===== config.mk =====
export PLATFORM = sky130hd
export DESIGN_NAME = layer_prio
export DESIGN_NICKNAME = d
export VERILOG_FILES = /design/src/design/colmix_pkg.sv /design/src/design/delay_line.sv /design/src/design/layer_prio.sv
export SDC_FILE = /design/constraint.sdc
export NUM_CORES = 1
export LEC_CHECK = 0
export BUFFER_PORTS_ARGS = -buffer_cell sky130_fd_sc_hd__buf_2
export CAP_MARGIN = 5
export CORE_MARGIN = 3
export CORE_UTILIZATION = 59
export DETAILED_ROUTE_END_ITERATION = 12
export PLACE_DENSITY = 0.81
export SETUP_SLACK_MARGIN = 0.3
export SYNTH_ARGS = -nofsm -noshare
export SYNTH_HDL_FRONTEND = slang
export SYNTH_HIERARCHICAL = 1
export SYNTH_SLANG_ARGS = --single-unit

===== constraint.sdc =====
create_clock -name clk -period 3.1 [get_ports clk]
set_clock_uncertainty 0.1 [all_clocks]
set_input_delay 0.62 -clock clk [delete_from_list [all_inputs] [get_ports clk]]
set_output_delay 0.62 -clock clk [all_outputs]
set_load 0.02 [all_outputs]

===== src/design/colmix_pkg.sv =====
//============================
// colour mixer shared types, widths and pipeline latency
//============================
`default_nettype none

package colmix_pkg;

    // address widths
    localparam int PAL_AW  = 9;   // 512 palette entries per bank
    localparam int PRIO_AW = 8;   // 256 entry priority PROM

    // pixel enables from dot in to rgb out
    localparam int PIX_LAT = 2;

    // palette bank data widths
    localparam int PAL_GR_W = 8;  // green nibble over red nibble
    localparam int PAL_B_W  = 4;

    // per dot layer pixels
    typedef struct packed {
        logic [6:0] char_pxl;     // low 4 bits zero means transparent
        logic [7:0] obj_pxl;      // bit 7 feeds the PROM
        logic [7:0] scr_pxl;      // bits 7 and 3..0 feed the PROM
    } layer_pix_t;

    // winning layer code from the PROM
    typedef logic [1:0] prio_t;

    localparam prio_t PRIO_OBJ = 2'd2;
    localparam prio_t PRIO_SCR = 2'd3;  // 0 and 1 both pick char

    typedef struct packed {
        logic [3:0] red;
        logic [3:0] green;
        logic [3:0] blue;
    } rgb_t;

    // low while blanked
    typedef struct packed {
        logic lvbl;
        logic lhbl;
    } blank_t;

    // cpu side of the palette
    typedef struct packed {
        logic [9:0] addr;         // bit 9 picks the blue bank
        logic [7:0] din;
        logic       wr_n;
        logic       cs;
    } cpu_bus_t;

endpackage

`default_nettype wire


===== src/design/delay_line.sv =====
//============================
// enable gated shift register for any payload type
//============================
`timescale 1ns/1ps
`default_nettype none

module delay_line #(
    parameter int  STAGES = 1,
    parameter type T      = logic
) (
    input  wire logic clk,
    input  wire logic rst_n,
    input  wire logic en,       // advance strobe
    input  wire T     din,
    output wire T     dout
);

    T sr [STAGES];

    always_ff @(posedge clk or negedge rst_n) begin
        if (!rst_n) begin
            for (int i = 0; i < STAGES; i++) begin
                sr[i] <= '0;
            end
        end else if (en) begin
            sr[0] <= din;
            for (int i = 1; i < STAGES; i++) begin
                sr[i] <= sr[i-1];  // one step per enable
            end
        end
    end

    assign dout = sr[STAGES-1];

endmodule

`default_nettype wire


===== src/design/layer_prio.sv =====
//============================
// stage 1 priority PROM lookup
// registers the winning layer code beside its dot
//============================
`timescale 1ns/1ps
`default_nettype none

module layer_prio #(
    parameter int PRIO_AW = 8
) (
    input  wire logic                   clk,
    input  wire logic                   rst_n,
    input  wire logic                   pxl_cen,
    input  wire colmix_pkg::layer_pix_t layers,
    // PROM programming
    input  wire logic [PRIO_AW-1:0]     prog_addr,
    input  wire colmix_pkg::prio_t      prom_din,
    input  wire logic                   prom_we,
    // to stage 2
    output colmix_pkg::prio_t           sel_prio,
    output wire colmix_pkg::layer_pix_t sel_layers
);

    colmix_pkg::prio_t prom [2**PRIO_AW];  // filled through the programming port

    logic               obj_blank;
    logic               char_blank;
    logic [PRIO_AW-1:0] prom_addr;
    colmix_pkg::prio_t  prom_q;

    // transparent when the colour nibble is zero
    assign obj_blank  = ~|layers.obj_pxl[3:0];
    assign char_blank = ~|layers.char_pxl[3:0];

    // scroll bank, obj bank, both flags, scroll colour
    assign prom_addr = {
        layers.scr_pxl[7],
        layers.obj_pxl[7],
        obj_blank,
        char_blank,
        layers.scr_pxl[3:0]
    };

    // programming write, works without pxl_cen
    always_ff @(posedge clk) begin
        if (prom_we) begin
            prom[prog_addr] <= prom_din;
        end
    end

    assign prom_q = prom[prom_addr];  // async read of current dot

    always_ff @(posedge clk or negedge rst_n) begin
        if (!rst_n) begin
            sel_prio <= '0;
        end else if (pxl_cen) begin
            sel_prio <= prom_q;           // code for the dot before this enable
        end
    end

    // dot pixels held one enable to sit next to sel_prio
    delay_line #(
        .STAGES (1),
        .T      (colmix_pkg::layer_pix_t)
    ) u_hold (
        .clk    (clk),
        .rst_n  (rst_n),
        .en     (pxl_cen),
        .din    (layers),
        .dout   (sel_layers)
    );

endmodule

`default_nettype wire


==> results of run 1 <==
## cells in the mapped netlist (7+ instances only)
library cell,n
edfxtp_1,512
nor2_1,271
mux4_2,110
clkbuf_1,61
mux2i_1,46
nand2_1,37
nand3_1,29
dfrtp_1,25
mux2_2,25
a21oi_1,13
nand4_1,13
nor2b_1,13
o22ai_1,12
buf_4,11
o21ai_0,11
buf_6,10
a2111oi_0,8
mux4_1,8
o221ai_1,7
## metrics by stage
| stage | cells | setup WS (ns) | setup TNS, ns |
|---|---|---|---|
| after floorplan | 1290 | 0.354 | 0 |
| after global placement | 1816 | -0.0470 | -0.0778 |
| after detailed placement | 1816 | -0.0692 | -0.106 |
| after CTS | 1908 | 0.488 | 0 |
| after global routing | 1908 | 0.315 | 0 |
| final | 1908 | 0.314 | 0 |
## power groups by stage
stage	sequential (W)	combinational [W]	clock, W
floorplan	0.00821	0.000457	0
global placement	0.00816	0.000882	0
detailed placement	0.00817	0.000904	0
CTS	0.00801	0.000913	0.00619
global route	0.00801	0.000969	0.00647
finish	0.00801	0.000920	0.00614
## state kept, by name, indices dropped and copies added, names as in the netlist
name / flops
prom: 512
u_hold/dout: 23
sel_prio: 2
## cells by family after synthesis
family                 count (synthesis)
buffers and inverters                 95
AO/OA/AOI/OAI                         79
AND/OR/NAND/NOR                      390
multiplexers                         189
flip-flops                           537
## cell type report
cell class / instances / area, µm²
sequential: 537 / 16000
fill: 2244 / 11700
clock inverter: 30 / 308
inverter: 4 / 15.0
timing repair buffer: 150 / 1200
tap: 468 / 586
clock buffer: 61 / 1310
multi-input combinational: 658 / 5620
## per-layer routing
layer / routed length, µm / share of wire / vias up
met4: 2400 / 0.044 / 2
met2: 25700 / 0.48 / 1018
met3: 6650 / 0.12 / 189
met1: 19200 / 0.36 / 6402
met5: 13 / 0.00024 / -
li1: - / - / 5272
## cells in the final DEF (no fill, tap or decap), drive strengths merged, types with 6 or more instances in the layout
cell type and count:
edfxtp 512, o21ai 11, nand3 29, mux2i 46, dfrtp 25, buf 149, bufinv 6, and3 6
o22ai 12, a2111oi 8, inv 7, a31oi 6, a211oi 6, a21oi 13, o221ai 7, clkinv 19
nor2b 13, nor2 271, nand4 13, nand2 37, mux4 118, mux2 25, clkbuf 61
## critical path, cell delays in order
cell and delay [ns]:
buf_2 0.33, nand2b_1 0.40, buf_4 0.29, o221ai_1 0.21, o21ai_0 0.14, a2111oi_0 0.73, o2111ai_1 0.24, o311ai_0 0.16
## timing repair
action	4_1_cts	5_1_grt
endpoints found under the hold margin	25	0
hold buffers	1	0
setup endpoints to repair	0	0
## worst max path at each step
stage	from	to	slack, ns	cells past startpoint
floorplan	layers[0]	sel_prio[0]	0.35	8
global placement	layers[1]	sel_prio[1]	-0.05	8
detailed placement	layers[2]	sel_prio[1]	-0.07	8
CTS	layers[1]	sel_prio[1]	0.49	8
global route	layers[2]	sel_prio[1]	0.32	8
finish	layers[2]	sel_prio[1]	0.31	8
==> results.sh, run 1 <==
export IMPL_status="finished clean"
export IMPL_drt_vias_per_instance=6.75
export IMPL_clk_latency_ns=0.59
export IMPL_portBuffers=61
export IMPL_synth_top_area_cell="edfxtp_1"
export IMPL_netlist_area_um2=22100
export IMPL_p_total_w=0.0151
export IMPL_synthMuxAreaShare=0.155
export IMPL_ys_seq_area_frac=0.723
export IMPL_cts_setup_buffers=0
export IMPL_cts_root_buf="clkbuf_16"
export IMPL_hold_violations=0
export IMPL_gr_total_overflow=0
export IMPL_max_cap_violations=0
export IMPL_track_usage=0.276
export IMPL_core_um2=36800
export IMPL_start_util=0.601
export IMPL_holdPathStages=2
export IMPL_switching_share=0.213
export IMPL_place_area_um2=23400
export IMPL_grt_max_degree=94
export IMPL_slew_viol_final=0
export IMPL_fp_dieH_um=200
export IMPL_drc=0
export IMPL_wl_per_cell_um=28.3
export IMPL_final_period_utilization=0.899
export IMPL_p_clk_frac=0.407
export IMPL_synth_main_ff_cell="edfxtp_1"
export IMPL_ys_async_sr_fraction=0.0466
export IMPL_ctsResizeCount=0
export IMPL_synth_xor_area_share=0
export IMPL_cts_tree="built"
export IMPL_synth_top_cell_area_share=0.695
export IMPL_utilization=0.681
export IMPL_r2r_setup_slack_ns=0.62
export IMPL_synth_edff_count=512
export IMPL_critical_path_class="in -> reg"
export IMPL_fin_crit_ns=2.79
export IMPL_antenna_found_initial=1
export IMPL_combPwrFrac=0.061
export IMPL_ys_warn_count=6
export IMPL_critPathRequiredTime_ns=3.46
export IMPL_tightest_slew_ns=0.805
export IMPL_grt_setup_unrepaired="no"
export IMPL_synth_cells=1290
export IMPL_num_antenna_cells=0
export IMPL_cts_buffer_depth=3
export IMPL_p_sw_w=0.00321
export IMPL_fin_area_um2=25000
export IMPL_clock_sink_count=537
export IMPL_synth_fp_nets=1327
export IMPL_antenna_left=0
export IMPL_dp_hpwl_um=34200
export IMPL_synthAdderAreaFrac=0
export IMPL_fp_dieW_um=200
export IMPL_wirelength_um=54000
export IMPL_grt_first_pass_wirelength_um=80500
export IMPL_syn_area_per_cell_um2=17.2
export IMPL_drt_pass1_iterations=6
export IMPL_setup_viol=0
export IMPL_relSlewSlack=0.449
export IMPL_p_per_area_nw_per_um2=602
export IMPL_clock_fmax_mhz=359
export IMPL_num_vias=12883
export IMPL_busiest_layer="met2"
export IMPL_grtUsageMet1=0.378
export IMPL_ios=62
export IMPL_r2r_worst_path_cells=6
export IMPL_grt_pass1_vias=12820
export IMPL_cp_max_fo=13
export IMPL_nets=1439
export IMPL_die_area_um2=39900
export IMPL_synth_top_family_by_area="multiplexers"
export IMPL_htree_levels=2
export IMPL_vdd_drop_max_mv=0.339
export IMPL_synthDistinctLibCells=45
export IMPL_arrival_ns=3.15
export IMPL_leakagePower_nw=8.04
export IMPL_global_route_usage_met3=0.0583
export IMPL_cts_made_buffers=51
export IMPL_synthSimpleGateAreaFrac=0.0741
export IMPL_synth_seq_cells=537
export IMPL_grt_use_met2=0.441
export IMPL_hold_path_end="u_hold/dout[22]"
export IMPL_synthTopCellsByArea="edfxtp_1, mux4_2, nor2_1"
export IMPL_rr_startpoint="prom[70][0]"
export IMPL_r2r_end="sel_prio[0]"
export IMPL_place_congestion=0.896
export IMPL_p_int_w=0.0119
export IMPL_path_clk_slew_ns=0.06
export IMPL_synth_compound_area_frac=0.0245
export IMPL_drive_gt1_frac=0.250
export IMPL_rows=70
export IMPL_drt_iter0_markers=2223
export IMPL_fin_hold_ws_ns=0.176
export IMPL_endpoint_kind="flop"
export IMPL_min_delay_start="layers[22]"
export IMPL_area_growth_pct=13.2
export IMPL_hold_path_class="in -> reg"
export IMPL_crit_path_start_kind="input port"
export IMPL_p_seq_frac=0.532
Note: power is estimated with default switching activity, not from simulation.
==> run 2, diff against run 1 <==
--- a/config.mk
+++ b/config.mk
@@ -10,7 +10,8 @@
 export CORE_MARGIN = 3
 export CORE_UTILIZATION = 59
 export DETAILED_ROUTE_END_ITERATION = 12
-export PLACE_DENSITY = 0.81
+export GPL_ROUTABILITY_DRIVEN = 0
+export PLACE_DENSITY_LB_ADDON = 0.12
 export SETUP_SLACK_MARGIN = 0.3
 export SYNTH_ARGS = -nofsm -noshare
 export SYNTH_HDL_FRONTEND = slang
==> results.sh, run 2 (same netlist as run 1, synthesis figures left out) <==
export IMPL_relSlewSlack=0.488
export IMPL_p_seq_frac=0.514
export IMPL_clock_fmax_mhz=376
export IMPL_switching_share=0.209
export IMPL_crit_slowest_cell="or4_1"
export IMPL_fillers=2354
export IMPL_place_area_um2=23600
export IMPL_max_cap_violations=0
export IMPL_cts_buffer_depth=3
export IMPL_cts_setup_buffers=0
export IMPL_rows=70
export IMPL_cp_startpoint="layers[9]"
export IMPL_crit_path_start_kind="input port"
export IMPL_setup_tns_ns=0
export IMPL_largest_register_ffs=512
export IMPL_num_antenna_cells=0
export IMPL_r2r_end="sel_prio[0]"
export IMPL_grt_first_pass_wirelength_um=80400
export IMPL_drt_pass1_iterations=5
export IMPL_combPwrFrac=0.060
export IMPL_p_clk_frac=0.426
export IMPL_endpoint="sel_prio[1]"
export IMPL_slew_viol_final=0
export IMPL_fin_crit_ns=2.66
export IMPL_status="finished clean"
export IMPL_grt_pass1_vias=12597
export IMPL_setup_viol=0
export IMPL_rr_startpoint="prom[75][0]"
export IMPL_gr_total_overflow=0
export IMPL_drt_vias_per_instance=6.57
export IMPL_num_vias=12772
export IMPL_path_cells="buf_2, or4_1, or3_1, buf_4, a2111oi_0, a31oi_1, o2111ai_1, o311ai_0"
export IMPL_final_period_utilization=0.858
export IMPL_core_um2=36800
export IMPL_critical_path_class="in -> reg"
export IMPL_area_growth_pct=14.9
export IMPL_final_cells=1945
export IMPL_fp_dieW_um=200
export IMPL_p_per_area_nw_per_um2=614
export IMPL_drt_iter0_markers=1737
export IMPL_portBuffers=61
export IMPL_cts_made_buffers=53
export IMPL_cts_root_buf="clkbuf_16"
export IMPL_r2r_worst_path_cells=6
export IMPL_leakagePower_nw=8.26
export IMPL_cp_slowest_stage_delay_ns=0.66
export IMPL_die_area_um2=39900
export IMPL_tightest_slew_ns=0.768
export IMPL_antenna_left=0
export IMPL_ios=62
export IMPL_path_clk_slew_ns=0.07
export IMPL_vdd_drop_max_mv=0.491
export IMPL_p_sw_w=0.00326
export IMPL_arrival_ns=3.02
export IMPL_grt_setup_unrepaired="no"
export IMPL_fin_area_um2=25400
export IMPL_wl_per_cell_um=28.0
export IMPL_top_register="prom"
export IMPL_nets=1472
export IMPL_antenna_found_initial=0
export IMPL_htree_levels=2
export IMPL_clk_latency_ns=0.60
export IMPL_r2r_setup_slack_ns=0.68
export IMPL_dp_hpwl_um=34300
export IMPL_drive_gt1_frac=0.268
export IMPL_fp_dieH_um=200
export IMPL_final_cell_mix="edfxtp_1, nor2_1, mux4_2, buf_4, buf_2"
export IMPL_critPathRequiredTime_ns=3.46
export IMPL_grt_max_degree=140
export IMPL_clock_sink_count=537
export IMPL_p_int_w=0.0123
export IMPL_layout_commonest_cell="edfxtp_1"
export IMPL_cp_max_fo=5
export IMPL_hold_path_class="in -> reg"
export IMPL_track_usage=0.279
export IMPL_endpoint_kind="flop"
export IMPL_drc=0
export IMPL_wirelength_um=54400
export IMPL_hold_violations=0
export IMPL_cts_tree="built"
export IMPL_dpl_cell_count=1847
export IMPL_start_util=0.601
-- run 2: cell types whose count changed in the layout (fill, tap and decap cells not counted), sizes merged --
cell,previous run,this run
clkinv,19,21
clkbuf,61,63
clkinvlp,2,3
buf,149,180
inv,7,5
bufinv,6,9
-- run 2: power by group through the flow --
| stage | combinational [W] | sequential (W) | clock [W] |
|---|---|---|---|
| after detailed placement | 0.000934 | 0.00816 | 0 |
| final | 0.000942 | 0.00801 | 0.00664 |
| after CTS | 0.000939 | 0.00801 | 0.00673 |
| after global placement | 0.000927 | 0.00816 | 0 |
| after floorplan | 0.000457 | 0.00821 | 0 |
| after global routing | 0.000998 | 0.00801 | 0.00702 |
-- run 2: final cells by class --
cell class	count	area (µm²)	share of cell area
sequential	537	16000	0.630
multi-input combinational	658	5620	0.221
clock buffer	63	1410	0.0553
timing repair buffer	181	1400	0.0549
tap	468	586	0.0230
clock inverter	34	394	0.0155
inverter	4	15.0	0.000591
-- run 2: critical path, delay by kind of cell --
family	cells	cell delay (ns)
and+or+nand+nor	2	1.14
AOI/OAI and AO/OA	4	0.94
buffers and inverters	2	0.32
-- run 2: how the worst min path moves through the flow --
stage | slack (ns) | depth (start not counted) | start | to
final | 0.16 | 2 | layers[20] | u_hold/dout[20]
after global routing | 0.16 | 2 | layers[20] | u_hold/dout[20]
after CTS | 0.14 | 2 | layers[20] | u_hold/dout[20]
after detailed placement | 0.39 | 1 | u_hold/dout[12] | u_hold/dout[12]
after global placement | 0.38 | 1 | u_hold/dout[5] | u_hold/dout[5]
after floorplan | 0.22 | 0 | rst_n | sel_prio[0]
-- run 2: routing by layer --
| layer | track usage | share of wire | vias to the layer above |
|---|---|---|---|
| li1 | - | - | 5357 |
| met1 | 0.408 | 0.40 | 6543 |
| met2 | 0.440 | 0.48 | 769 |
| met3 | 0.0501 | 0.10 | 103 |
| met4 | 0.0819 | 0.027 | 0 |
| met5 | 0 | 0 | - |
-- run 2: repair_timing --
| item | 4_1_cts | 5_1_grt |
|---|---|---|
| hold buffers | 1 | 0 |
| endpoints found under the hold margin | 25 | 0 |
| resized for setup | 0 | 0 |
-- run 2: per-stage QoR --
stage,worst slack [ns],util,hold slack (ns),power [W]
detailed placement,-0.103,0.642,0.391,0.00910
floorplan,0.354,-,0.224,0.00866
global placement,-0.0635,0.642,0.384,0.00909
global route,0.329,0.691,0.155,0.0160
CTS,0.510,0.691,0.137,0.0157
finish,0.439,0.691,0.165,0.0156
==> run 3, diff against run 2 <==
--- a/config.mk
+++ b/config.mk
@@ -7,8 +7,11 @@
 export LEC_CHECK = 0
 export BUFFER_PORTS_ARGS = -buffer_cell sky130_fd_sc_hd__buf_2
 export CAP_MARGIN = 5
+export CELL_PAD_IN_SITES_DETAIL_PLACEMENT = 1
+export CELL_PAD_IN_SITES_GLOBAL_PLACEMENT = 1
 export CORE_MARGIN = 3
-export CORE_UTILIZATION = 59
+export CORE_UTILIZATION = 54
+export CTS_CLUSTER_SIZE = 30
 export DETAILED_ROUTE_END_ITERATION = 12
 export GPL_ROUTABILITY_DRIVEN = 0
 export PLACE_DENSITY_LB_ADDON = 0.12
==> results.sh, run 3 (same netlist as run 1, synthesis figures left out) <==
export IMPL_relSlewSlack=0.539
export IMPL_crit_top_cell="mux4_2"
export IMPL_cts_root_buf="clkbuf_16"
export IMPL_final_cell_mix="edfxtp_1, nor2_1, mux4_2, buf_4, buf_2"
export IMPL_htree_levels=2
export IMPL_num_antenna_cells=0
export IMPL_drt_pass1_iterations=5
export IMPL_portBuffers=61
export IMPL_drt_iter0_markers=1327
export IMPL_vdd_drop_max_mv=0.464
export IMPL_cts_hold_repair_buffers=1
export IMPL_ios=62
export IMPL_path_cells="buf_8, buf_4, mux4_2, mux4_2, and3_1, a31oi_1, nand4_1, a221o_1"
export IMPL_final_cells=1989
export IMPL_wl_per_cell_um=30.0
export IMPL_critPathRequiredTime_ns=3.49
export IMPL_hold_path_class="in -> reg"
export IMPL_cp_max_fo=15
export IMPL_antenna_found_initial=0
export IMPL_switching_share=0.219
export IMPL_fp_dieH_um=208
export IMPL_status="finished clean"
export IMPL_dp_hpwl_um=39100
export IMPL_tightest_slew_ns=0.690
export IMPL_largest_register_ffs=512
export IMPL_cts_setup_buffers=0
export IMPL_fin_crit_ns=2.58
export IMPL_core_um2=40100
export IMPL_grt_setup_unrepaired="no"
export IMPL_num_vias=12610
export IMPL_clock_sink_count=537
export IMPL_fin_area_um2=25300
export IMPL_p_clk_frac=0.406
export IMPL_cts_buffer_depth=3
export IMPL_cts_tree="built"
export IMPL_layout_commonest_cell="edfxtp_1"
export IMPL_path_clk_slew_ns=0.06
export IMPL_gr_total_overflow=0
export IMPL_slew_viol_final=0
export IMPL_grt_max_degree=86
export IMPL_antenna_left=0
export IMPL_drive_gt1_frac=0.258
export IMPL_ctsResizeCount=0
export IMPL_setup_viol=0
export IMPL_p_int_w=0.0118
export IMPL_hold_violations=0
export IMPL_p_sw_w=0.00331
export IMPL_grt_first_pass_wirelength_um=88600
export IMPL_clk_latency_ns=0.61
export IMPL_dpl_cell_count=1887
export IMPL_drt_vias_per_instance=6.34
export IMPL_combPwrFrac=0.064
export IMPL_endpoint_kind="flop"
export IMPL_cp_slowest_stage_delay_ns=0.50
export IMPL_rows=73
export IMPL_place_area_um2=23600
export IMPL_crit_slowest_cell="mux4_2"
export IMPL_nets=1456
export IMPL_drc=0
export IMPL_crit_path_start_kind="input port"
export IMPL_fin_hold_ws_ns=0.156
export IMPL_die_area_um2=43400
export IMPL_clock_fmax_mhz=387
export IMPL_start_util=0.552
export IMPL_arrival_ns=2.97
export IMPL_max_cap_violations=0
export IMPL_area_growth_pct=14.2
export IMPL_utilization=0.630
export IMPL_track_usage=0.277
export IMPL_fp_dieW_um=208
export IMPL_critical_path_class="in -> reg"
export IMPL_cts_made_buffers=54
export IMPL_top_register="prom"
export IMPL_p_per_area_nw_per_um2=598
export IMPL_leakagePower_nw=8.14
export IMPL_p_seq_frac=0.531
export IMPL_final_period_utilization=0.833
export IMPL_wirelength_um=59600
export IMPL_grt_pass1_vias=13390
export IMPL_setup_tns_ns=0
==> run 3: cell types whose count changed in the layout (fill, tap and decap cells not counted), sizes merged <==
cell,change
buf,-17
bufinv,-8
clkinvlp,-2
clkbuf,+6
clkinv,+8
==> run 3: layer usage <==
metal,track usage,vias up,share of wire
li1,-,5316,-
met3,0.0620,122,0.083
met5,0,-,0
met1,0.382,6587,0.40
met4,0.0849,0,0.032
met2,0.449,585,0.49
==> run 3: through the flow <==
step	setup slack, ns	total power [W]
after CTS	0.572	0.0152
after detailed placement	-0.0681	0.00912
after global placement	-0.0700	0.00910
after floorplan	0.354	0.00866
after global routing	0.490	0.0156
final	0.517	0.0151
==> run 3: cell type report <==
type,instances,area [µm²]
Sequential cell,537,16000
Fill cell,3493,14800
Multi-Input combinational cell,658,5620
Clock buffer,69,1480
Timing Repair Buffer,164,1330
Tap cell,525,657
Clock inverter,32,174
Inverter,4,15.0
==> run 3: final timing paths <==
path	start	end	slack [ns]	cells after the start
setup / recovery	layers[0]	sel_prio[0]	0.52	8
hold / removal	layers[6]	u_hold/dout[6]	0.16	2
setup reg to reg	prom[70][0]	sel_prio[0]	0.57	6
hold reg to reg	u_hold/dout[22]	u_hold/dout[22]	0.41	1
max in group asynchronous	rst_n	u_hold/dout[0]	2.04	2
min in group asynchronous	rst_n	sel_prio[0]	0.46	2
==> run 3: power groups by stage <==
| stage | clock network (W) | registers, W | logic, W |
|---|---|---|---|
| floorplan | 0 | 0.00821 | 0.000457 |
| global placement | 0 | 0.00816 | 0.000934 |
| detailed placement | 0 | 0.00817 | 0.000955 |
| CTS | 0.00622 | 0.00801 | 0.000963 |
| global route | 0.00654 | 0.00802 | 0.00102 |
| finish | 0.00613 | 0.00801 | 0.000962 |
==> run 3: critical path: cells and delay by family <==
family	cells	cell delay [ns]
AO/OA/AOI/OAI	2	0.54
buffers and inverters	2	0.37
AND/OR/NAND/NOR	2	0.43
multiplexers	2	1.00
